File: src/logic/mem_pkg.sv
package mem_pkg;

    // Cache geometry
    localparam int NUM_WAYS   = 2;
    localparam int WAY_W      = 1;
    localparam int NUM_SETS   = 16;
    localparam int LINE_BYTES = 32;

    // Physical address split
    localparam int OFFSET_W = 5;
    localparam int SET_W    = 4;
    localparam int TAG_W    = 3;
    localparam int PADDR_W  = TAG_W + SET_W + OFFSET_W;

    // Outstanding misses
    localparam int FLQ_ENTRIES = 4;
    localparam int FLQ_IDX_W   = 2;

    localparam int ROBID_W    = 6;
    localparam int PDST_W     = 6;
    localparam int LOAD_BYTES = 8;

    typedef enum logic [1:0] {
        OP_LOAD  = 2'd0,
        OP_STORE = 2'd1,
        OP_FILL  = 2'd2
    } t_mem_op;

    typedef struct packed {
        logic [TAG_W-1:0]    tag;
        logic [SET_W-1:0]    set;
        logic [OFFSET_W-1:0] offset;
    } t_paddr_fields;

    // Raw word for requesters and the CAM, fields for the arrays
    typedef union packed {
        logic [PADDR_W-1:0] raw;
        t_paddr_fields      f;
    } t_paddr;

    typedef logic [LINE_BYTES*8-1:0] t_line;

endpackage
File: src/logic/load_align.sv
`timescale 1ns/10ps

module load_align (
    input  logic                                      clk,
    input  mem_pkg::t_line [mem_pkg::NUM_WAYS-1:0]    lines_mm2,
    input  logic [mem_pkg::NUM_WAYS-1:0]              hit_vec_mm2,
    input  logic [mem_pkg::OFFSET_W-1:0]              offset_mm2,
    output logic [mem_pkg::LOAD_BYTES*8-1:0]          data_mm5
);

    import mem_pkg::*;

    t_line                     way_line_mm2;
    t_line                     line_mm3;
    logic [OFFSET_W-1:0]       offset_mm3;
    logic [LOAD_BYTES*8-1:0]   rot_mm3;
    logic [LOAD_BYTES*8-1:0]   rot_mm4;

    // AND-OR way mux, hit vector is one-hot or zero
    always_comb begin
        way_line_mm2 = '0;
        for (int w = 0; w < NUM_WAYS; w++) begin
            way_line_mm2 = way_line_mm2 | (lines_mm2[w] & {(LINE_BYTES*8){hit_vec_mm2[w]}});
        end
    end

    // Byte index wraps inside the line through the offset width
    always_comb begin
        logic [OFFSET_W-1:0] byte_idx;
        byte_idx = offset_mm3;
        for (int i = 0; i < LOAD_BYTES; i++) begin
            rot_mm3[8*i +: 8] = line_mm3[8*byte_idx +: 8];
            byte_idx = byte_idx + 1'b1;
        end
    end

    always_ff @(posedge clk) begin
        line_mm3   <= way_line_mm2;
        offset_mm3 <= offset_mm2;
        rot_mm4    <= rot_mm3;
        data_mm5   <= rot_mm4;
    end

endmodule

File: config.mk
export PLATFORM = sky130hd
export DESIGN_NAME = load_align
export DESIGN_NICKNAME = d
export VERILOG_FILES = /design/src/logic/mem_pkg.sv /design/src/logic/load_align.sv
export SDC_FILE = /design/constraint.sdc
export NUM_CORES = 1
export LEC_CHECK = 0
export BUFFER_PORTS_ARGS = -buffer_cell sky130_fd_sc_hd__buf_2
export CAP_MARGIN = 25
export CORE_MARGIN = 2
export CORE_UTILIZATION = 35
export DETAILED_ROUTE_END_ITERATION = 16
export PLACE_DENSITY_LB_ADDON = 0.3
export SKIP_CTS_REPAIR_TIMING = 1
export SLEW_MARGIN = 20
export SYNTH_ARGS = -nofsm -noshare
export SYNTH_HDL_FRONTEND = slang
export SYNTH_SLANG_ARGS = --single-unit
File: constraint.sdc
create_clock -name clk -period 4 [get_ports clk]
set_clock_uncertainty 0.15 [all_clocks]
set_input_delay 0.2 -clock clk [delete_from_list [all_inputs] [get_ports clk]]
set_output_delay 0.2 -clock clk [all_outputs]
set_load 0.01 [all_outputs]
### After elaboration in Yosys (flattened, before gate mapping)

Cells that the tools add are included.

| word-level totals | value |
|---|---|
| bits in registers | 389 |
| bits of input ports | 520 |
| word-level logic and storage cells | 22 |

| operators by class | value |
|---|---|
| add/sub/neg operators | 7 |
| shifts and indexed selects | 8 |
| bitwise gates (word level) | 3 |

Operators by type and width:

| operator | number |
|---|---|
| $shiftx A256 B9 Y8 | 8 |
| $and A256 B256 Y256 | 2 |
| $or A256 B256 Y256 | 1 |
| $add A5 B1 Y5 const B | 7 |

### Logic depth before layout (Yosys ltp)

| logic depth | value |
|---|---|
| depth after elaboration | 8 |
| gate-level depth with buffers | 18 |

### Worst setup path before layout

No wires, ideal clock.

| timing | value |
|---|---|
| kind | reg-to-reg |
| start point | reg offset_mm3[1] |
| end point | reg rot_mm4[29] |
| arrival | 4.049 ns |
| required time | 3.719 ns |
| setup slack | -0.331 ns |
| stages on the path, launching flop included | 14 |
| path buffers | 7 |
| path through | dfxtp_1 buf_2 buf_1 clkbuf_1 inv_1 ha_1 clkbuf_1 buf_2 buf_1 buf_1 mux4_2 mux4_2 nand2_1 o21ai_0 |

| between the ends | value |
|---|---|
| longest elaborated chain between the ends | 4 |

RTL lines:

| item | line | text |
|---|---|---|
| start, declared | load_align.sv:15 | `logic [OFFSET_W-1:0] offset_mm3;` |
| start signal, assigned | load_align.sv:39 | `offset_mm3 <= offset_mm2;` |
| $add A5 B1 Y5 (3 in series) | load_align.sv:33 | `byte_idx = byte_idx + 1'b1;` |
| $shiftx A256 B9 Y8 | load_align.sv:32 | `rot_mm3[8*i +: 8] = line_mm3[8*byte_idx +: 8];` |
| net rot_mm3[29] | load_align.sv:16 | `logic [LOAD_BYTES*8-1:0] rot_mm3;` |
| end signal, assigned | load_align.sv:40 | `rot_mm4 <= rot_mm3;` |
| end, declared | load_align.sv:17 | `logic [LOAD_BYTES*8-1:0] rot_mm4;` |

The timed path passes the listed nets, and every way through them passes these cells.

### Worst setup path in the final report

| timing | value |
|---|---|
| start point | reg offset_mm3[0] |
| end point | reg rot_mm4[34] |

| between the ends | value |
|---|---|
| longest elaborated chain between the ends | 5 |

RTL lines:

| item | line |
|---|---|
| $add A5 B1 Y5 (4 in series) | load_align.sv:33 |
| $shiftx A256 B9 Y8 | load_align.sv:32 |
| net rot_mm3[34] | load_align.sv:16 |

The timed path passes the listed nets, and every way through them passes these cells.

==> results.toml <==
[synth]
synth.distinct_cells = 53
synth_nets = 2640
synth_ff_type = "dfxtp_1"
ys_top_cells_by_area = "dfxtp_1 (35%), mux4_2 (18%), a22o_1 (10%)"
seq_area_frac_synth = 0.3525
synth_cells = 2116
yosys.area.top_type_share = 0.3525
yosysWarnings = 0
synth_edf_count = 0
ys_ff_latch = 389
avgSynthCellArea_sq_um = 10.44
ys_async_sr_fraction = 0
synth_area_sq_mm = 0.02209
synth_top_area_cell = "dfxtp_1"

[floorplanning]
die_w_um = 255.2
dieArea_sq_mm = 0.06514
start_util = 0.3521
fp-row-count = 92
core_sq_mm = 0.06274
dieHeight_um = 255.2
io_pins = 584

[pwr]
power.internal_uw = 9350
power_switching_uw = 5112
clkPwrFrac = 0.268
power_leakage_uw = 0.01436
vdd_ir_drop_max_v = 0.0002232
p_per_area_mw_per_mm2 = 443.3
switching_share = 0.3535
share_comb_of_total_power = 0.366
seq_power_share = 0.365

[sta]
slew_headroom = 0.3790
hold_violations = 0
setup_tns_ps = 0
max_freq_ghz = 0.2709
tightest_slew_ps = 905.6
finalSetupViolCount = 0
final.min_clock_period_ps = 3691
finalCritPeriodShare = 0.9227
rsz0062_at_grt = "false"
fin_ws_ps = 309.0
drv_slew = 0

[critical_path]
worstReg2RegStart = "offset_mm3[0]"
arrival_ps = 4050
critPathKind = "register to register"
endpoint_kind = "register"
crit_required_ps = 4360
cp-start-kind = "register"
r2r_slack_ps = 310
cp_max_fo = 22
cp-startpoint = "offset_mm3[0]"

[routing]
wire_per_inst_um = 26.92
num_vias = 22770
viasPerCell = 5.675
wl_um = 108000
drc_errors = 0
detail_route.first_pass.iterations = 6
drt_iter0_markers = 2377
final_antenna_net_count = 0

[placed_design]
preCtsSetupSlack_ps = 318.5
dp_cells = 3419
gp_congestion = 1.016
hpwl_um = 82550
numPortBuffers = 583

[cts]
clock_sinks = 389
cts_tree = "built"
clockBufferDepth = 3
clk_pin_slew_worst_paths_ps = 60
cts_inserted_buffers = 41
clock_latency_ps = 580
htree_num_levels = 2
clockRootBuffer = "clkbuf_16"

[grt]
globalRouteTotalUtil = 0.3039
grt_pass1_wl_um = 139500
antenna_found_initial = 7
grt_max_degree = 172
grt.overflow.total = 0
grt_pass1_vias = 19250

[status]
status = "finished, final reports clean"

[cells_and_area]
layout-drive-gt1-share = 0.3234
instances_no_fill = 4013
area_delta_synth_final_pct = 47.69
final_util = 0.5200
final_cell_mix = "buf_2 (581), dlygate4sd3_1 (517), dfxtp_1 (387), a22o_1 (256), nand2_1 (221)"
final_common_cell = "buf_2"
nets = 3657

[flow_run]
max_cap_viol_count = 0

[min_path]
min_from = "offset_mm2[4]"
hp-class = "primary input to register"
per-layer routing:
layer	GRT usage	routed length (um)	up-vias	part of all wire
met2	0.4718	49550	1241	0.46
met3	0.04678	8801	250	0.081
met4	0.1283	5138	0	0.048
met5	0	0	-	0
li1	-	-	10100	-
met1	0.4210	44540	11180	0.41
logic make-up after synthesis:
logic type,Yosys count,synth area share
AOI/OAI and AO/OA,602,0.1928
muxes,466,0.3181
and+or+nand+nor,402,0.07477
DFF,389,0.3525
buffers and inverters,222,0.04072
xor gates and xnor gates,31,0.01886
adders and majority gates,4,0.002266
critical path, cell delays in order, from the launching register on:
cell and delay [ps]:
dfxtp_4 420, inv_4 70, ha_4 370, nand2b_1 160
o21ai_2 240, xor2_4 110, buf_4 200, xnor2_4 300
buf_4 410, mux4_2 610, mux4_2 480, inv_1 70
sequential cells by signal (all words and copies together) (netlist names):
register    flops
rot_mm4        64
line_mm3      256
data_mm5       64
offset_mm3      5
cell type report:
| cell class | instances | area (sq um) |
|---|---|---|
| Sequential cell | 389 | 7795 |
| Multi-Input combinational cell | 1505 | 13490 |
| Inverter | 11 | 43.79 |
| Tap cell | 846 | 1059 |
| Antenna cell | 4 | 10.01 |
| Clock inverter | 19 | 195.2 |
| Fill cell | 5454 | 30110 |
| Timing Repair Buffer | 1185 | 8874 |
| Clock buffer | 54 | 1156 |
power groups by stage:
stage	sequential, uW	clock, uW	combinational [uW]
2_1_floorplan	5060	0	2700
3_3_place_gp	5350	0	4700
3_5_place_dp	5350	0	4730
4_1_cts	5270	3940	4740
5_1_grt	5320	4090	5580
6_report	5290	3880	5300
path summary, 6_finish.rpt:
kind / endpoint / cells past startpoint
min: offset_mm3[4] / 2
max reg2reg: rot_mm4[34] / 11
max: rot_mm4[34] / 11
min reg2reg: data_mm5[4] / 0
synthesized netlist by cell type, types with 2 or more instances:
library cell / number
o31a_1: 2
a21oi_1: 115
a2111oi_0: 4
clkbuf_1: 135
xnor2_2: 6
buf_4: 6
o211a_1: 2
o2111ai_1: 2
inv_1: 10
nor2b_1: 15
mux2_2: 84
mux4_2: 179
xnor2_4: 2
a22o_1: 256
and2_1: 9
a211oi_1: 28
buf_1: 45
nor3_1: 19
xnor2_1: 10
nor2_1: 111
a21o_1: 3
xor2_1: 8
buf_2: 23
buf_6: 2
o21ai_0: 135
o211ai_1: 26
mux2i_1: 201
nand4_1: 2
nand3_1: 13
a31oi_1: 2
ha_1: 4
nand2_1: 221
dfxtp_1: 389
nand2b_1: 2
and3_1: 5
a221oi_1: 15
a22oi_1: 8
xor2_2: 2
metrics by stage:
| step | hold slack (ps) | cell area, sq um | total power [uW] |
|---|---|---|---|
| after CTS | -451.9 | 27440 | 13950 |
| final | 119.7 | 32620 | 14460 |
| after floorplan | 77.72 | 22100 | 7767 |
| after detailed placement | 157.3 | 26090 | 10070 |
| after global routing | 131.6 | 32620 | 14990 |
| after global placement | 158.5 | 26090 | 10050 |
Power figures use the tool's default switching activity.
