[src/logic/mem_pkg.sv]
package mem_pkg;

    // Cache geometry
    localparam int NUM_WAYS   = 2;
    localparam int WAY_W      = 1;
    localparam int NUM_SETS   = 16;
    localparam int LINE_BYTES = 32;

    // Physical address split
    localparam int OFFSET_W = 5;
    localparam int SET_W    = 4;
    localparam int TAG_W    = 3;
    localparam int PADDR_W  = TAG_W + SET_W + OFFSET_W;

    // Outstanding misses
    localparam int FLQ_ENTRIES = 4;
    localparam int FLQ_IDX_W   = 2;

    localparam int ROBID_W    = 6;
    localparam int PDST_W     = 6;
    localparam int LOAD_BYTES = 8;

    typedef enum logic [1:0] {
        OP_LOAD  = 2'd0,
        OP_STORE = 2'd1,
        OP_FILL  = 2'd2
    } t_mem_op;

    typedef struct packed {
        logic [TAG_W-1:0]    tag;
        logic [SET_W-1:0]    set;
        logic [OFFSET_W-1:0] offset;
    } t_paddr_fields;

    // Raw word for requesters and the CAM, fields for the arrays
    typedef union packed {
        logic [PADDR_W-1:0] raw;
        t_paddr_fields      f;
    } t_paddr;

    typedef logic [LINE_BYTES*8-1:0] t_line;

endpackage
[src/logic/mempipe.sv]
`timescale 1ns/10ps

module mempipe (
    input  logic                              clk,
    input  logic                              rst,

    input  logic                              ld_req,
    input  mem_pkg::t_paddr                   ld_addr,
    input  logic [mem_pkg::ROBID_W-1:0]       ld_robid,
    input  logic [mem_pkg::PDST_W-1:0]        ld_pdst,
    output logic                              ld_gnt,

    input  logic                              st_req,
    input  mem_pkg::t_paddr                   st_addr,
    input  logic [mem_pkg::ROBID_W-1:0]       st_robid,
    output logic                              st_gnt,

    input  logic                              fl_req,
    input  mem_pkg::t_paddr                   fl_addr,
    output logic                              fl_gnt,

    output logic                              rd_en_mm1,
    output logic                              fill_en_mm1,
    output mem_pkg::t_paddr                   addr_mm1,

    input  logic [mem_pkg::NUM_WAYS-1:0]      tag_hit_ways_mm2,
    input  logic                              flq_match_mm2,
    output logic [mem_pkg::NUM_WAYS-1:0]      hit_vec_mm2,
    output logic [mem_pkg::OFFSET_W-1:0]      offset_mm2,

    output logic                              valid_mm5,
    output mem_pkg::t_mem_op                  op_mm5,
    output mem_pkg::t_paddr                   addr_mm5,
    output logic [mem_pkg::ROBID_W-1:0]       robid_mm5,
    output logic                              complete_mm5,
    output logic                              recycle_mm5,
    output logic                              flq_alloc_mm5,
    output logic                              wr_en_mm5,
    output logic [mem_pkg::PDST_W-1:0]        wr_pdst_mm5
);

    import mem_pkg::*;

    logic                valid_mm0;
    t_mem_op             op_mm0;
    t_paddr              addr_mm0;
    logic [ROBID_W-1:0]  robid_mm0;
    logic [PDST_W-1:0]   pdst_mm0;

    // Stage registers, index is the stage number
    logic [5:1]          valid_q;
    t_mem_op             op_q    [1:5];
    t_paddr              addr_q  [1:5];
    logic [ROBID_W-1:0]  robid_q [1:5];
    logic [PDST_W-1:0]   pdst_q  [1:5];
    logic [5:3]          hit_q;
    logic [5:3]          match_q;

    logic                lookup_mm2;
    logic                lookup_mm5;

    // MM0 fixed priority: fill, load, store
    assign fl_gnt = fl_req;
    assign ld_gnt = ld_req & ~fl_req;
    assign st_gnt = st_req & ~fl_req & ~ld_req;
    assign valid_mm0 = fl_gnt | ld_gnt | st_gnt;

    always_comb begin
        op_mm0    = OP_LOAD;
        addr_mm0  = ld_addr;
        robid_mm0 = ld_robid;
        pdst_mm0  = ld_pdst;
        if (fl_gnt) begin
            op_mm0    = OP_FILL;
            addr_mm0  = fl_addr;
            robid_mm0 = '0;
            pdst_mm0  = '0;
        end else if (st_gnt) begin
            op_mm0    = OP_STORE;
            addr_mm0  = st_addr;
            robid_mm0 = st_robid;
            pdst_mm0  = '0;
        end
    end

    always_ff @(posedge clk) begin
        if (rst) begin
            valid_q <= '0;
        end else begin
            valid_q <= {valid_q[4:1], valid_mm0};
        end
    end

    always_ff @(posedge clk) begin
        op_q[1]    <= op_mm0;
        addr_q[1]  <= addr_mm0;
        robid_q[1] <= robid_mm0;
        pdst_q[1]  <= pdst_mm0;
        for (int s = 2; s <= 5; s++) begin
            op_q[s]    <= op_q[s-1];
            addr_q[s]  <= addr_q[s-1];
            robid_q[s] <= robid_q[s-1];
            pdst_q[s]  <= pdst_q[s-1];
        end
        hit_q   <= {hit_q[4:3], |hit_vec_mm2};
        match_q <= {match_q[4:3], flq_match_mm2};
    end

    // MM1 array access
    assign rd_en_mm1   = valid_q[1] & (op_q[1] == OP_LOAD || op_q[1] == OP_STORE);
    assign fill_en_mm1 = valid_q[1] & (op_q[1] == OP_FILL);
    assign addr_mm1    = addr_q[1];

    // MM2 hit qualify; fills never hit
    assign lookup_mm2  = valid_q[2] & (op_q[2] == OP_LOAD || op_q[2] == OP_STORE);
    assign hit_vec_mm2 = tag_hit_ways_mm2 & {NUM_WAYS{lookup_mm2}};
    assign offset_mm2  = addr_q[2].f.offset;

    // MM5 result
    assign lookup_mm5    = valid_q[5] & (op_q[5] == OP_LOAD || op_q[5] == OP_STORE);
    assign valid_mm5     = valid_q[5];
    assign op_mm5        = op_q[5];
    assign addr_mm5      = addr_q[5];
    assign robid_mm5     = robid_q[5];
    assign complete_mm5  = lookup_mm5 & hit_q[5];
    assign recycle_mm5   = lookup_mm5 & ~hit_q[5];
    // Miss already in flight just recycles
    assign flq_alloc_mm5 = recycle_mm5 & ~match_q[5];
    assign wr_en_mm5     = complete_mm5 & (op_q[5] == OP_LOAD);
    assign wr_pdst_mm5   = pdst_q[5];

endmodule

[config.mk]
export PLATFORM = sky130hd
export DESIGN_NAME = mempipe
export DESIGN_NICKNAME = d
export VERILOG_FILES = /design/src/logic/mem_pkg.sv /design/src/logic/mempipe.sv
export SDC_FILE = /design/constraint.sdc
export NUM_CORES = 1
export LEC_CHECK = 0
export ABC_AREA = 0
export BUFFER_PORTS_ARGS = -buffer_cell sky130_fd_sc_hd__buf_2
export CAP_MARGIN = 20
export CORE_AREA = 8 8 121 123
export DETAILED_ROUTE_END_ITERATION = 12
export DIE_AREA = 0 0 129 131
export PLACE_DENSITY = 0.47
export SLEW_MARGIN = 20
export SYNTH_ARGS = -nofsm -noshare
export SYNTH_HDL_FRONTEND = slang
export SYNTH_SLANG_ARGS = --single-unit
export TNS_END_PERCENT = 1
[constraint.sdc]
create_clock -name clk -period 1.45 [get_ports clk]
set_input_delay 0.145 -clock clk [delete_from_list [all_inputs] [get_ports clk]]
set_output_delay 0.145 -clock clk [all_outputs]
set_load 0.005 [all_outputs]
# After elaboration in Yosys (flattened, before gate mapping)
# Memory sizes are Yosys's and may differ from the RTL's.
# Cells that the tools add are included.
[op_classes]
n_eq_ne = 4
muxes = 8
bitwise_logic = 18
n_reduce_logical = 7
[op_table]
columns = ["operator", "n"]
rows = [
  ["$mux 12", 2],
  ["$mux 6", 4],
  ["$and 1x1->1", 11],
  ["$eq 2x1->1 const B", 3],
  ["$logic_not 2->1", 3],
  ["$not 1->1", 4],
  ["$logic_or 1x1->1", 3],
  ["$and 2x2->2", 1],
  ["$eq 2x2->1 const B", 1],
  ["$mux 2", 1],
  ["$or 1x1->1", 2],
  ["$reduce_or 2->1", 1],
  ["$mux 1", 1],
]
[word_totals]
register_bits = 11
ramBits = 130
input_bits = 62
output_inout_bits = 55
mem_count = 4
[mem_list]
columns = ["name", "words", "width", "rd", "rd_clocked_by_memory_dff", "write_ports", "line_no", "rtl"]
rows = [
  ["addr_q", 5, 12, 5, 0, 5, "mempipe.sv:53", "t_paddr addr_q [1:5];"],
  ["pdst_q", 5, 6, 5, 0, 5, "mempipe.sv:55", "logic [PDST_W-1:0] pdst_q [1:5];"],
  ["robid_q", 5, 6, 5, 0, 5, "mempipe.sv:54", "logic [ROBID_W-1:0] robid_q [1:5];"],
  ["op_q", 5, 2, 5, 0, 5, "mempipe.sv:52", "t_mem_op op_q [1:5];"],
]

# Depth between registers and ports, before layout
# An unclocked memory read counts as a cell.
[depth]
ltp_word = 6
mapped_depth = 5

# Least setup slack after synthesis
# No wires, ideal clock.
[synth_timing]
kind = "input port to output port"
from = "in fl_req"
to = "out st_gnt"
t_arrival_ps = 735
setup_slack_ps = 570
stages = 3
path_buffers = 2
cell_sequence = "clkbuf_1 clkbuf_1 nor3b_1"
[synth_between]
elab_chain_cells = 3
[synth_lines]
columns = ["element", "line_no", "rtl"]
rows = [
  ["from (decl)", "mempipe.sv:18", "input logic fl_req,"],
  ["$not 1->1", "mempipe.sv:65", "assign st_gnt = st_req & ~fl_req & ~ld_req;"],
  ["$and 1x1->1 (2 in a row)", "mempipe.sv:65", ""],
  ["to (decl)", "mempipe.sv:16", "output logic st_gnt,"],
]
# Every way passes these cells.

==> results.py <==
metrics = {
    "run_status": {
        "run_status": "complete, no violations",
    },
    "grt": {
        "grt.total_usage": 0.08597,
        "grt_pass1_wl_mm": 10.61,
        "grt_pass1_vias": 2270,
        "grt_max_degree": 31,
        "grt_antenna_before_repair": 0,
        "grt_overflow": 0,
    },
    "timing": {
        "slew_headroom": 0.7618,
        "hold_viol_final": 0,
        "setup_viol": 0,
        "slew_violations": 0,
        "setup_tns_ns": 0,
        "worst_slew_pin_slew_ns": 0.3560,
        "period_needed_ns": 1.354,
        "grt_setup_unrepaired": "no",
        "max_freq_ghz": 0.7384,
        "finalCritPeriodShare": 0.9340,
        "clock_skew_ns": 0.006532,
    },
    "final_layout": {
        "final_area_mm2": 0.005226,
        "nets": 473,
        "num_antenna_cells": 0,
        "drive_gt1_frac": 0.3585,
        "syn_to_final_growth_pct": 41.21,
    },
    "synthesis": {
        "syn_inst": 276,
        "ys_seq_area_frac": 0.7627,
        "synth_nets": 338,
        "syn_avg_cell_area_um2": 13.41,
        "synth_warnings": 0,
        "netlist_area_mm2": 0.003701,
        "synth_seq_cells": 141,
        "synthDistinctLibCells": 19,
    },
    "clocking": {
        "clock_sinks": 141,
        "htree_num_levels": 4,
        "clk_latency_ns": 0.40,
        "cts-root-buf": "clkbuf_16",
        "clk_pin_slew_worst_paths_ns": 0.06,
        "numCtsBuffers": 17,
        "clk_path_buf_depth": 2,
        "cts_tree": "yes",
        "cts_setup_buffers": 0,
    },
    "power": {
        "internal-power_mw": 7.160,
        "p_sw_frac": 0.1997,
        "comb_power_share": 0.048,
        "power_mw": 8.947,
        "seqPwrFrac": 0.472,
        "switchingPower_mw": 1.787,
        "p_clk_frac": 0.480,
        "leakagePower_nw": 2.433,
        "vdd_drop_max_uv": 629.4,
        "power-per-cell-area_mw_per_mm2": 1712,
    },
    "worst_setup_path": {
        "slowest_delay_ns": 0.31,
        "crit_chain": "nand2b_1 > nor3_1 > buf_2",
        "endpoint_kind": "output pin",
        "crit_slowest_cell": "dfxtp_1",
        "r2r_start": "valid_q[2]",
        "crit_start": "op_q[0][11]",
        "setup.worst_path.class": "flop to output pin",
        "crit_fanout": 4,
        "start_kind": "flop",
        "worstPathRequired_ns": 1.31,
        "rrSetupSlack_ns": 0.84,
        "worstPathArrival_ns": 1.21,
    },
    "floorplan": {
        "fp.dieW_um": 129,
        "die_area_mm2": 0.01690,
        "initial_core_util": 0.2875,
        "die_h_um": 131,
        "core_area_mm2": 0.01287,
        "design.portCount": 117,
        "fp-row-count": 42,
    },
    "routing": {
        "wl_mm": 6.974,
        "antenna_left": 0,
        "drt-wirelength-per-cell_um": 11.62,
        "drt_iter0_markers": 56,
        "firstDrtPassIters": 6,
        "drc_errors": 0,
        "viasPerCell": 3.590,
        "dr_total_vias": 2154,
    },
    "place": {
        "numPortBuffers": 116,
        "gp_congestion": 0.7539,
        "hpwl_mm": 4.596,
        "dpl_cell_area_mm2": 0.004126,
    },
    "min_path": {
        "worstHoldStart": "ld_addr[8]",
        "hold_path.class": "input pin to flop",
    },
    "run": {
        "cap_viol_max_count": 0,
    },
}
[repair_timing]
action | CTS | global route
resized for setup | 0 | 1
endpoints found under the hold margin | 33 | 0
endpoints found under the setup margin | 0 | 1
hold buffers | 49 | 0
[cells by family (layout without fill, tap and decap cells)]
kind of cell | Yosys count | in the layout | synth area share
buffers and inverters | 52 | 200 | 0.1065
AOI/OAI and AO/OA | 18 | 18 | 0.02434
DFF | 141 | 141 | 0.7627
and+or+nand+nor | 53 | 53 | 0.07404
muxes | 12 | 12 | 0.03246
[worst max-delay path, delay by kind of cell (launching register included)]
| family | cells | cell delay, ns |
|---|---|---|
| buffers and inverters | 1 | 0.14 |
| flip-flops | 1 | 0.31 |
| AND/OR/NAND/NOR | 2 | 0.35 |
[path summary, 6_finish.rpt]
path              endpoint  depth (start not counted)
max reg2reg       hit_q[3]                          1
min          addr_q[0][20]                          3
min reg2reg  addr_q[0][43]                          0
max          flq_alloc_mm5                          3
[power groups by stage]
stage | registers, mW | logic, mW | clock network, mW
3_3_place_gp | 4.31 | 0.331 | 0
5_1_grt | 4.25 | 0.478 | 4.59
2_1_floorplan | 4.28 | 0.253 | 0
4_1_cts | 4.23 | 0.435 | 4.44
6_report | 4.22 | 0.429 | 4.29
3_5_place_dp | 4.31 | 0.334 | 0
[final cells by class]
cell class,count,area (µm²)
fillers,1199,7649
clock inverters,14,165.2
inverters,1,3.754
well taps,176,220.2
flip-flops and latches,141,2823
repair buffers,167,1086
multi-input cells,83,489.2
clock buffers,18,439.2
[sequential cells by signal, summed over array words and instances (netlist names)]
name     flops
pdst_q      30
hit_q        3
match_q      3
addr_q      60
op_q        10
valid_q      5
robid_q     30
[cells in the final DEF, fill, tap and decap left out, drive strengths merged]
master,instances
a21oi,6
and2,6
and3b,3
buf,118
bufinv,3
clkbuf,18
clkinv,7
clkinvlp,2
dfxtp,141
dlygate4sd3,49
inv,3
mux2i,12
nand2,24
nand2b,2
nor2,5
nor2b,7
nor3,3
nor3b,3
o21ai,12
[per-stage QoR]
step / std cells / util / hold WS [ns] / worst slack (ns)
3_5_place_dp: 519 / 0.3205 / 0.2519 / 0.4012
5_1_grt: 600 / 0.4059 / 0.03251 / 0.003411
6_report: 600 / 0.4059 / 0.02179 / 0.09565
2_1_floorplan: 276 / - / 0.1727 / 0.5698
4_1_cts: 600 / 0.4055 / 0.0004628 / 0.08668
3_3_place_gp: 519 / 0.3205 / 0.2505 / 0.4373
[Yosys cell counts]
cell	instances	area share
and2_1	6	0.010
and3b_1	3	0.0071
buf_2	1	0.0014
nand2b_1	1	0.0017
nor2b_1	7	0.012
inv_1	1	0.0010
buf_4	44	0.089
buf_12	2	0.011
clkbuf_1	4	0.0041
o21ai_1	4	0.0054
nor3b_1	3	0.0061
nor3_1	3	0.0041
a21oi_1	6	0.0081
mux2i_1	12	0.032
o21ai_0	8	0.011
nor2_1	5	0.0051
nand2b_4	1	0.0037
nand2_1	24	0.024
dfxtp_1	141	0.76
[routing by layer]
layer,global-route usage,share of wire,vias up
met5,0,0,-
met1,0.08262,0.40,939
li1,-,-,1108
met4,0.06220,0.033,0
met3,0.04343,0.074,21
met2,0.1416,0.49,86
Note: power is estimated with default switching activity, not from simulation.
