$ cat config.mk
export PLATFORM = sky130hd
export DESIGN_NAME = fill_queue
export DESIGN_NICKNAME = d
export VERILOG_FILES = /design/src/logic/mem_pkg.sv /design/src/logic/fill_queue.sv
export SDC_FILE = /design/constraint.sdc
export NUM_CORES = 1
export LEC_CHECK = 0
export ABC_AREA = 1
export BUFFER_PORTS_ARGS = -buffer_cell sky130_fd_sc_hd__buf_2
export CAP_MARGIN = 20
export CELL_PAD_IN_SITES_DETAIL_PLACEMENT = 1
export CELL_PAD_IN_SITES_GLOBAL_PLACEMENT = 2
export CORE_MARGIN = 8
export CORE_UTILIZATION = 39
export CTS_BUF_LIST = sky130_fd_sc_hd__clkbuf_4 sky130_fd_sc_hd__clkbuf_8
export CTS_CLUSTER_DIAMETER = 50
export DETAILED_ROUTE_END_ITERATION = 8
export PLACE_DENSITY_LB_ADDON = 0.1
export SYNTH_ARGS = -nofsm -noshare
export SYNTH_HDL_FRONTEND = slang
export SYNTH_SLANG_ARGS = --single-unit
export TNS_END_PERCENT = 100
$ cat constraint.sdc
create_clock -name clk -period 21.4 [get_ports clk]
set_input_delay 1.07 -clock clk [delete_from_list [all_inputs] [get_ports clk]]
set_output_delay 1.07 -clock clk [all_outputs]
set_load 0.02 [all_outputs]
$ cat src/logic/mem_pkg.sv
package mem_pkg;

    // Cache geometry
    localparam int NUM_WAYS   = 2;
    localparam int WAY_W      = 1;
    localparam int NUM_SETS   = 16;
    localparam int LINE_BYTES = 32;

    // Physical address split
    localparam int OFFSET_W = 5;
    localparam int SET_W    = 4;
    localparam int TAG_W    = 3;
    localparam int PADDR_W  = TAG_W + SET_W + OFFSET_W;

    // Outstanding misses
    localparam int FLQ_ENTRIES = 4;
    localparam int FLQ_IDX_W   = 2;

    localparam int ROBID_W    = 6;
    localparam int PDST_W     = 6;
    localparam int LOAD_BYTES = 8;

    typedef enum logic [1:0] {
        OP_LOAD  = 2'd0,
        OP_STORE = 2'd1,
        OP_FILL  = 2'd2
    } t_mem_op;

    typedef struct packed {
        logic [TAG_W-1:0]    tag;
        logic [SET_W-1:0]    set;
        logic [OFFSET_W-1:0] offset;
    } t_paddr_fields;

    // Raw word for requesters and the CAM, fields for the arrays
    typedef union packed {
        logic [PADDR_W-1:0] raw;
        t_paddr_fields      f;
    } t_paddr;

    typedef logic [LINE_BYTES*8-1:0] t_line;

endpackage
$ cat src/logic/fill_queue.sv
`timescale 1ns/10ps

module fill_queue (
    input  logic                              clk,
    input  logic                              rst,
    input  mem_pkg::t_paddr                   cam_addr,
    output logic                              cam_match,
    input  logic                              alloc,
    input  mem_pkg::t_paddr                   alloc_addr,
    output logic                              miss_valid,
    output logic [mem_pkg::FLQ_IDX_W-1:0]     miss_idx,
    output mem_pkg::t_paddr                   miss_addr,
    input  logic                              fill_valid,
    input  logic [mem_pkg::FLQ_IDX_W-1:0]     fill_idx,
    input  mem_pkg::t_line                    fill_data,
    output logic                              fl_req,
    output mem_pkg::t_paddr                   fl_addr,
    input  logic                              fl_gnt,
    output mem_pkg::t_line                    fl_line_mm1
);

    import mem_pkg::*;

    // Free: ~busy, waiting: busy & ~filled, filled: busy & filled
    logic [FLQ_ENTRIES-1:0] busy;
    logic [FLQ_ENTRIES-1:0] filled;
    t_paddr                 ent_addr [FLQ_ENTRIES];
    t_line                  ent_line [FLQ_ENTRIES];

    logic                   free_found;
    logic [FLQ_IDX_W-1:0]   free_idx;
    logic [FLQ_IDX_W-1:0]   fl_sel;
    logic                   cam_hit;
    logic                   alloc_dup;
    logic                   alloc_ok;

    always_comb begin
        free_found = 1'b0;
        free_idx   = '0;
        fl_req     = 1'b0;
        fl_sel     = '0;
        cam_hit    = 1'b0;
        alloc_dup  = 1'b0;
        // Walk downward so the lowest index wins
        for (int e = FLQ_ENTRIES - 1; e >= 0; e--) begin
            if (!busy[e]) begin
                free_found = 1'b1;
                free_idx   = FLQ_IDX_W'(e);
            end
            if (busy[e] && filled[e]) begin
                fl_req = 1'b1;
                fl_sel = FLQ_IDX_W'(e);
            end
        end
        for (int e = 0; e < FLQ_ENTRIES; e++) begin
            if (busy[e] && ent_addr[e].raw[PADDR_W-1:OFFSET_W] ==
                    cam_addr.raw[PADDR_W-1:OFFSET_W]) begin
                cam_hit = 1'b1;
            end
            if (busy[e] && ent_addr[e].raw[PADDR_W-1:OFFSET_W] ==
                    alloc_addr.raw[PADDR_W-1:OFFSET_W]) begin
                alloc_dup = 1'b1;
            end
        end
    end

    // Full queue or a line already outstanding drops the pulse
    assign alloc_ok = alloc & free_found & ~alloc_dup;
    assign fl_addr  = ent_addr[fl_sel];

    always_ff @(posedge clk) begin
        if (rst) begin
            busy       <= '0;
            filled     <= '0;
            miss_valid <= 1'b0;
        end else begin
            if (fl_gnt) begin
                busy[fl_sel]   <= 1'b0;
                filled[fl_sel] <= 1'b0;
            end
            if (fill_valid) begin
                filled[fill_idx] <= 1'b1;
            end
            if (alloc_ok) begin
                busy[free_idx] <= 1'b1;
            end
            miss_valid <= alloc_ok;
        end
    end

    always_ff @(posedge clk) begin
        cam_match <= cam_hit;
        if (alloc_ok) begin
            ent_addr[free_idx]      <= alloc_addr;
            miss_idx                <= free_idx;
            miss_addr.f.tag         <= alloc_addr.f.tag;
            miss_addr.f.set         <= alloc_addr.f.set;
            miss_addr.f.offset      <= '0;
        end
        if (fill_valid) begin
            ent_line[fill_idx] <= fill_data;
        end
        if (fl_gnt) begin
            fl_line_mm1 <= ent_line[fl_sel];
        end
    end

endmodule

==> After elaboration in Yosys (flattened, before gate mapping) <==
Memory sizes are Yosys's and may differ from the RTL's. A register that Yosys moved wholly into a read port is not among the register bits.
Index checks and enable logic that the tools add are counted.
{ "word_totals": {"regBits": 19, "ram_bits": 1072, "in_bits": 287, "output_inout_bits": 285, "mem_count": 2} }
{ "classes": {"magnitude_cmp": 6, "n_eq_ne": 8, "n_mux": 37, "bitwise_logic": 8, "n_reduce_logical": 16} }
{ "memory_table": {"columns": ["memory", "words", "word_bits", "rd", "rd_ports_with_merged_regs", "write_ports", "line_no", "source"], "rows": [
  ["ent_line", 4, 256, 1, 1, 1, "fill_queue.sv:28", "t_line ent_line [FLQ_ENTRIES];"],
  ["ent_addr", 4, 12, 5, 0, 1, "fill_queue.sv:27", "t_paddr ent_addr [FLQ_ENTRIES];"]
]} }
{ "ops": {"columns": ["operator", "count"], "rows": [
  ["== test 7 bit", 8],
  ["two-way mux 4 bit", 6],
  ["two-way mux 1 bit", 20],
  ["two-way mux 2 bit", 8],
  ["logical AND 1 bit", 15],
  ["less-than comparator 2 x 3 -> 1 bit (second input constant)", 3],
  ["bitwise AND 4 bit", 2],
  ["OR 4 bit", 2],
  ["demux 1 bit (select 2 bit)", 3],
  [">= comparator 2 x 1 -> 1 bit (second input constant)", 3],
  ["inverter 4 bit", 1],
  ["OR reduction 3 bit", 1],
  ["bitwise AND 1 bit", 2],
  ["inverter 1 bit", 1]
]} }

==> Longest topological paths before layout <==
Gate-level depths: netlist of run 1.
{ "logic_depth": {"word_depth": 15, "ltp_mapped": 11, "ltp_nobuf": 9} }

==> Worst setup path before layout of run 1 <==
No wires, ideal clock.
{ "synth_path": {"path_type": "input to register", "start": "input port fill_idx[1] (netlist name)", "end": "memory ent_line[1][0] (netlist name) (enable)", "setup_ns": 1.193, "arrival_time_ns": 18.692, "t_required_ns": 20.207, "setup_slack_ns": 1.515, "cell_stages": 1, "path_cell_list": "nor3_1"} }
{ "synth_rtl": {"columns": ["item", "line_no", "source"], "rows": [
  ["start, declared", "fill_queue.sv:14", "input logic [mem_pkg::FLQ_IDX_W-1:0] fill_idx,"],
  ["end, declared", "fill_queue.sv:28", null]
]} }
Straight into the memory's write port.

==> results of run 1 <==
==> logic make-up after synthesis <==
kind of cell	count (synthesis)	synth area share, %
simple gates	1479	13.7
flops	1347	83.4
buf+inv	204	2.05
compound gates	59	0.693
xor+xnor	8	0.145
other cells	1	0.00775
==> power by group through the flow <==
stage	clock [mW]	sequential (mW)	combinational (mW)
6_report	2.19	3.09	0.234
5_1_grt	2.36	3.10	0.256
4_1_cts	2.25	3.09	0.241
3_5_place_dp	0	3.14	0.240
3_3_place_gp	0	3.13	0.233
2_1_floorplan	0	3.20	0.0646
==> cells in the final DEF, fill, tap and decap left out, types with 4 or more instances in the layout <==
cell	instances
a21oi_1	19
buf_2	560
buf_4	36
bufinv_16	4
clkbuf_4	77
clkbuf_8	229
clkinv_1	52
clkinv_2	25
clkinvlp_4	8
conb_1	5
dfxtp_1	10
diode_2	38
edfxtp_1	1337
inv_1	48
nand2_1	890
nand3_1	266
nand4_1	267
nor2_1	42
nor3_2	4
o2111ai_1	6
o21ai_0	24
o22ai_1	8
xnor2_1	4
xor2_1	4
==> registers in the layout, summed over array words and instances (netlist names) <==
name         flops
fl_line_mm1    256
ent_line      1024
miss_idx         2
miss_addr        7
busy             4
miss_valid       1
filled           4
cam_match        1
ent_addr        48
==> worst max-delay path, stage by stage, from the launching register on <==
cell and delay [ns]:
dfxtp_1 0.51, nand2_2 0.12, nand3_2 0.12, nand2_1 0.14, nand2_8 0.52, nand2_2 0.38
inv_8 0.61, buf_4 0.68, nand2_1 0.10, nand4_1 0.14, buf_2 0.19
==> area by class of cell <==
class / instances / area [um2] / area share, %
Antenna cell: 38 / 95.1 / 0.166
Timing Repair Buffer: 601 / 3180 / 5.55
Clock inverter: 95 / 571 / 0.997
Sequential cell: 1347 / 40300 / 70.5
Tap cell: 1637 / 2050 / 3.58
Clock buffer: 306 / 3730 / 6.52
Multi-Input combinational cell: 1551 / 7070 / 12.3
Inverter: 51 / 206 / 0.361
==> metal layers <==
metal / up-vias / track usage, % / routed length, um
met5: - / 0 / 227
met4: 34 / 7.26 / 4130
met3: 266 / 7.07 / 10900
met2: 821 / 34.1 / 69200
met1: 14800 / 24.0 / 56000
li1: 12900 / - / -
==> final timing paths <==
check,slack [ns],to,from,depth (start not counted)
setup / recovery,15.82,fl_addr[2],busy[2],10
hold / removal,0.38,ent_line[2][227],fill_data[227],1
setup reg to reg,16.18,fl_line_mm1[90],busy[2],11
hold reg to reg,0.51,fl_line_mm1[213],ent_line[0][213],2
==> per-stage QoR <==
| stage | std cells | worst slack (ns) | hold slack [ns] |
|---|---|---|---|
| 4_1_cts | 5587 | 15.51 | 0.235 |
| 2_1_floorplan | 3102 | 1.51 | 0.461 |
| 5_1_grt | 5600 | 15.35 | 0.278 |
| 3_5_place_dp | 5186 | 15.93 | 0.501 |
| 6_report | 5626 | 15.82 | 0.377 |
| 3_3_place_gp | 5186 | 15.92 | 0.477 |
==> impl_metrics.csv, run 1 <==
group,metric,value,unit
floorplan,die_width,368,um
cells_and_area,n_fill_cell,12300,
pwr,clockPowerShare,39.7,%
pwr,p_per_area,96.2,nW/um2
timing,rsz0062_at_grt,"false",
clock_network,cts.sinks,1347,
clock_network,clk_latency,0.91,ns
clock_network,htreeDepth,4,
clock_network,root_buffer,"clkbuf_8",
synth,synthFlopType,"edfxtp_1",
cells_and_area,utilization,46.4,%
drt,vias_per_cell,5.12,
clock_network,cts_buffers,224,
cells_and_area,syn_to_final_growth,18.4,%
worst_hold_path,holdCritPathClass,"in -> reg",
clock_network,cts_tree,"built",
place,routabilityCongestion,0.803,
timing,final-setup-viol-count,0,
pwr,swShare,22.3,%
cells_and_area,finalNetCount,4063,
synth,syn_area,48400,um2
place,placed_area,52800,um2
pwr,p_switching,1.23,mW
drt,routed_wl,140000,um
floorplan,dieArea,136000,um2
clock_network,cts_buffer_depth,3,
run,drv_cap,0,
cells_and_area,fin_area,57200,um2
pwr,pwr-share-comb,4.3,%
timing,final.setup_skew,0.0248,ns
synth,ys_seq_area_share,83.4,%
synth,yosys.area.top_type,"edfxtp_1",
floorplan,initial_core_util,39.2,%
synth,synth_edf_count,1337,
timing,finalHoldViolations,0,
global_routing,antenna_found_initial,74,
pwr,p_total,5.51,mW
status,status,"completed",
synth,synth_top_cell_area_share,83.0,%
drt,drt_iter0_drc,1830,
clock_network,cts_setup_buffers,0,
drt,wire_per_inst,25.0,um
drt,vias,28800,
synth,synth_cell_types,29,
timing,max_freq,179,MHz
clock_network,cts.clk_slew.worst_paths,0.06,ns
drt,route.detailed.drc,0,
pwr,intPower,4.28,mW
setup_path,cp_data_arrival_time,4.51,ns
floorplan,die_h,368,um
floorplan,io_pins,572,
setup_path,crit_type,"reg -> out",
pwr,p_leak,20.1,nW
timing,slew_headroom,29.1,%
synth,synthArstFlopShare,0,%
drt,drtPass1Iterations,6,
pwr,pwr-share-seq,56.0,%
timing,tightest_slew,1.06,ns
timing,final.setup.tns,0,ns
setup_path,worst-path-max-fanout,102,
floorplan,num_rows,129,
cells_and_area,layout-drive-gt1-share,24.4,%
synth,netlist_instances,3098,
synth,synth.area.top_cells,"edfxtp_1 83%, nand2_1 6.9%, nand4_1 3.5%",
synth,ys_seq_elements,1347,
floorplan,core,123000,um2
setup_path,cp_data_required_time,20.33,ns
synth,synth.most_common_cell,"edfxtp_1",
global_routing,grt_overflow,0,
place,io_buffers,561,
timing,drv_slew,0,
clock_network,holdBufCountCts,0,
setup_path,worst_setup_path_start_kind,"flop",
global_routing,grt_pass1_vias,31500,
setup_path,worst_setup_path_end_kind,"output port",
global_routing,grt_pass1_wl,205000,um
synth,syn_area_per_cell,15.6,um2
synth,yosysWarningCount,0,
synth,synth_common_cells,"1337 x edfxtp_1, 890 x nand2_1, 267 x nand4_1",
place,hpwl,82700,um
global_routing,grt_use_total,20.3,%
global_routing,grt_max_degree,158,
timing,layout_min_cycle_time,5.58,ns
clock_network,ctsResizeCount,0,
drt,antenna_left,0,
timing,finalCritPeriodShare,26.1,%
pwr,peakVddDrop,0.0000648,V
No activity file was read; power rests on OpenSTA's default activity.
==> inputs of run 2 (changes only) <==
--- a/config.mk
+++ b/config.mk
@@ -11,7 +11,7 @@
 export CELL_PAD_IN_SITES_DETAIL_PLACEMENT = 1
 export CELL_PAD_IN_SITES_GLOBAL_PLACEMENT = 2
 export CORE_MARGIN = 8
-export CORE_UTILIZATION = 39
+export CORE_UTILIZATION = 41
 export CTS_BUF_LIST = sky130_fd_sc_hd__clkbuf_4 sky130_fd_sc_hd__clkbuf_8
 export CTS_CLUSTER_DIAMETER = 50
 export DETAILED_ROUTE_END_ITERATION = 8
==> constraint.sdc (replaced) <==
create_clock -name clk -period 5.65 [get_ports clk]
set_input_delay 0.2825 -clock clk [delete_from_list [all_inputs] [get_ports clk]]
set_output_delay 0.2825 -clock clk [all_outputs]
set_load 0.02 [all_outputs]
==> impl_metrics.csv, run 2 (synthesis gave the netlist of run 1 again) <==
group,metric,value,unit
cells_and_area,multi_input_area,7090,um2
setup_path,worst_setup_path_start_kind,"flop",
timing,final.setup.tns,0,ns
timing,finalCritPeriodShare,71.9,%
pwr,p_switching,4.72,mW
setup_path,cp_data_arrival_time,3.78,ns
floorplan,die_width,359,um
floorplan,dieArea,129000,um2
global_routing,grt_max_degree,138,
cells_and_area,regArea,40300,um2
global_routing,grt_use_total,21.5,%
drt,vias_per_cell,5.16,
floorplan,initial_core_util,41.2,%
timing,drv_slew,0,
cells_and_area,finalNetCount,4346,
clock_network,root_buffer,"clkbuf_8",
setup_path,crit_type,"reg -> out",
cells_and_area,final_common_cell,"edfxtp_1",
cells_and_area,top_regs,"ent_line (1024), fl_line_mm1 (256), ent_addr (48)",
place,placed_area,52900,um2
timing,layout_min_cycle_time,4.06,ns
timing,rsz0062_at_grt,"false",
floorplan,core,117000,um2
setup_path,reg2reg_to,"cam_match",
floorplan,io_pins,572,
pwr,intPower,16.1,mW
place,io_buffers,561,
clock_network,ctsResizeCount,0,
clock_network,cts_setup_buffers,0,
timing,tightest_slew,1.21,ns
clock_network,cts_buffer_depth,3,
drt,drtPass1Iterations,8,
drt,vias,30000,
timing,max_freq,246,MHz
setup_path,r2r_cells,13,
pwr,p_per_area,347,nW/um2
worst_hold_path,hold_start,"fill_data[99]",
setup_path,worst-path-max-fanout,86,
pwr,swShare,22.7,%
clock_network,cts_buffers,221,
setup_path,r2r_start,"ent_addr[0][10]",
floorplan,die_h,359,um
global_routing,grt_pass1_vias,33700,
cells_and_area,layout_common_cells,"1337 x edfxtp_1, 890 x nand2_1, 560 x buf_2, 283 x dlygate4sd3_1, 267 x nand4_1",
floorplan,num_rows,126,
worst_hold_path,holdCritPathClass,"in -> reg",
worst_hold_path,hold_path_depth,2,
run,drv_cap,0,
place,routabilityCongestion,0.809,
cells_and_area,n_fill_cell,11500,
setup_path,cp_data_required_time,5.37,ns
cells_and_area,syn_to_final_growth,24.0,%
drt,routed_wl,141000,um
global_routing,antenna_found_initial,30,
clock_network,clk_latency,0.90,ns
status,status,"completed",
drt,antenna_left,0,
timing,final-setup-viol-count,0,
clock_network,cts_tree,"built",
clock_network,htreeDepth,4,
cells_and_area,layout-drive-gt1-share,22.7,%
pwr,pwr-share-seq,56.1,%
pwr,p_total,20.8,mW
pwr,clockPowerShare,38.7,%
worst_hold_path,min_to,"ent_line[2][99]",
place,dp_slack,1.94,ns
pwr,pwr-share-comb,5.2,%
cells_and_area,top_register,"ent_line",
setup_path,worst_setup_path_end_kind,"output port",
timing,final.setup_skew,0.0821,ns
timing,layout_setup_ws,1.59,ns
global_routing,grt_pass1_wl,210000,um
clock_network,cts.clk_slew.worst_paths,0.06,ns
global_routing,grt_overflow,0,
clock_network,holdBufCountCts,283,
setup_path,rrSetupSlack,1.70,ns
timing,slew_headroom,19.3,%
cells_and_area,utilization,51.1,%
place,hpwl,82200,um
timing,finalHoldViolations,0,
drt,route.detailed.drc,0,
cells_and_area,fin_area,60000,um2
drt,wire_per_inst,24.4,um
pwr,p_leak,21.3,nW
cells_and_area,largest_reg_flops,1024,
drt,drt_iter0_drc,1992,
clock_network,cts.sinks,1347,
pwr,peakVddDrop,0.000206,V
run 2: cell count changes in the layout (fill, tap and decap cells not counted), sizes merged:
cell         previous run  this run
clkbuf                306       299
inv                    55        59
bufinv                  4         0
buf                   601       604
dlygate4sd3             0       283
diode                  38        26
clkinv                 79        94
clkinvlp                8         6
run 2: layout make-up:
class,instances,area share [%]
Multi-Input combinational cell,1551,11.8
Sequential cell,1347,67.3
Antenna cell,26,0.108
Timing Repair Buffer,887,10.2
Tap cell,1536,3.20
Inverter,51,0.344
Clock buffer,299,6.09
Clock inverter,108,0.920
run 2: through the flow:
stage | std cells | hold WS [ns]
floorplan | 3102 | 0.381
global placement | 5088 | 0.478
finish | 5805 | 0.148
detailed placement | 5089 | 0.489
CTS | 5779 | 0.0372
global route | 5793 | 0.0835
run 2: worst max-delay path by stage:
stage | startpoint | endpoint | slack, ns | cells past startpoint
3_5_place_dp | busy[2] | fl_line_mm1[62] | 1.94 | 8
2_1_floorplan | fill_valid | ent_line[1][0] | -1.36 | 2
5_1_grt | busy[2] | fl_addr[6] | 1.19 | 9
3_3_place_gp | busy[2] | fl_line_mm1[137] | 1.98 | 8
4_1_cts | busy[2] | fl_addr[6] | 1.31 | 9
6_report | busy[2] | fl_addr[6] | 1.59 | 9
run 2: per-layer routing:
| layer | vias to the layer above | track usage, % | part of all wire, % |
|---|---|---|---|
| met1 | 15300 | 25.4 | 40 |
| li1 | 13500 | - | - |
| met2 | 881 | 37.0 | 50 |
| met3 | 258 | 6.08 | 6.7 |
| met4 | 10 | 8.36 | 3.2 |
| met5 | - | 0 | 0.043 |
run 2: worst max-delay path, stage by stage (launching register included):
cell	delay, ns
dfxtp_1	0.51
nand2_2	0.12
nand3_2	0.12
nand2_1	0.14
nand2_8	0.54
nand2_2	0.39
inv_8	0.61
nand2_1	0.10
o2111ai_1	0.15
buf_2	0.23
run 2: power groups by stage:
| stage | Combinational (mW) | Clock (mW) | Sequential [mW] |
|---|---|---|---|
| after floorplan | 0.246 | 0 | 12.0 |
| after global placement | 0.888 | 0 | 11.9 |
| after detailed placement | 0.914 | 0 | 11.9 |
| after CTS | 1.10 | 8.29 | 11.7 |
| after global routing | 1.16 | 8.65 | 11.7 |
| final | 1.07 | 8.06 | 11.7 |
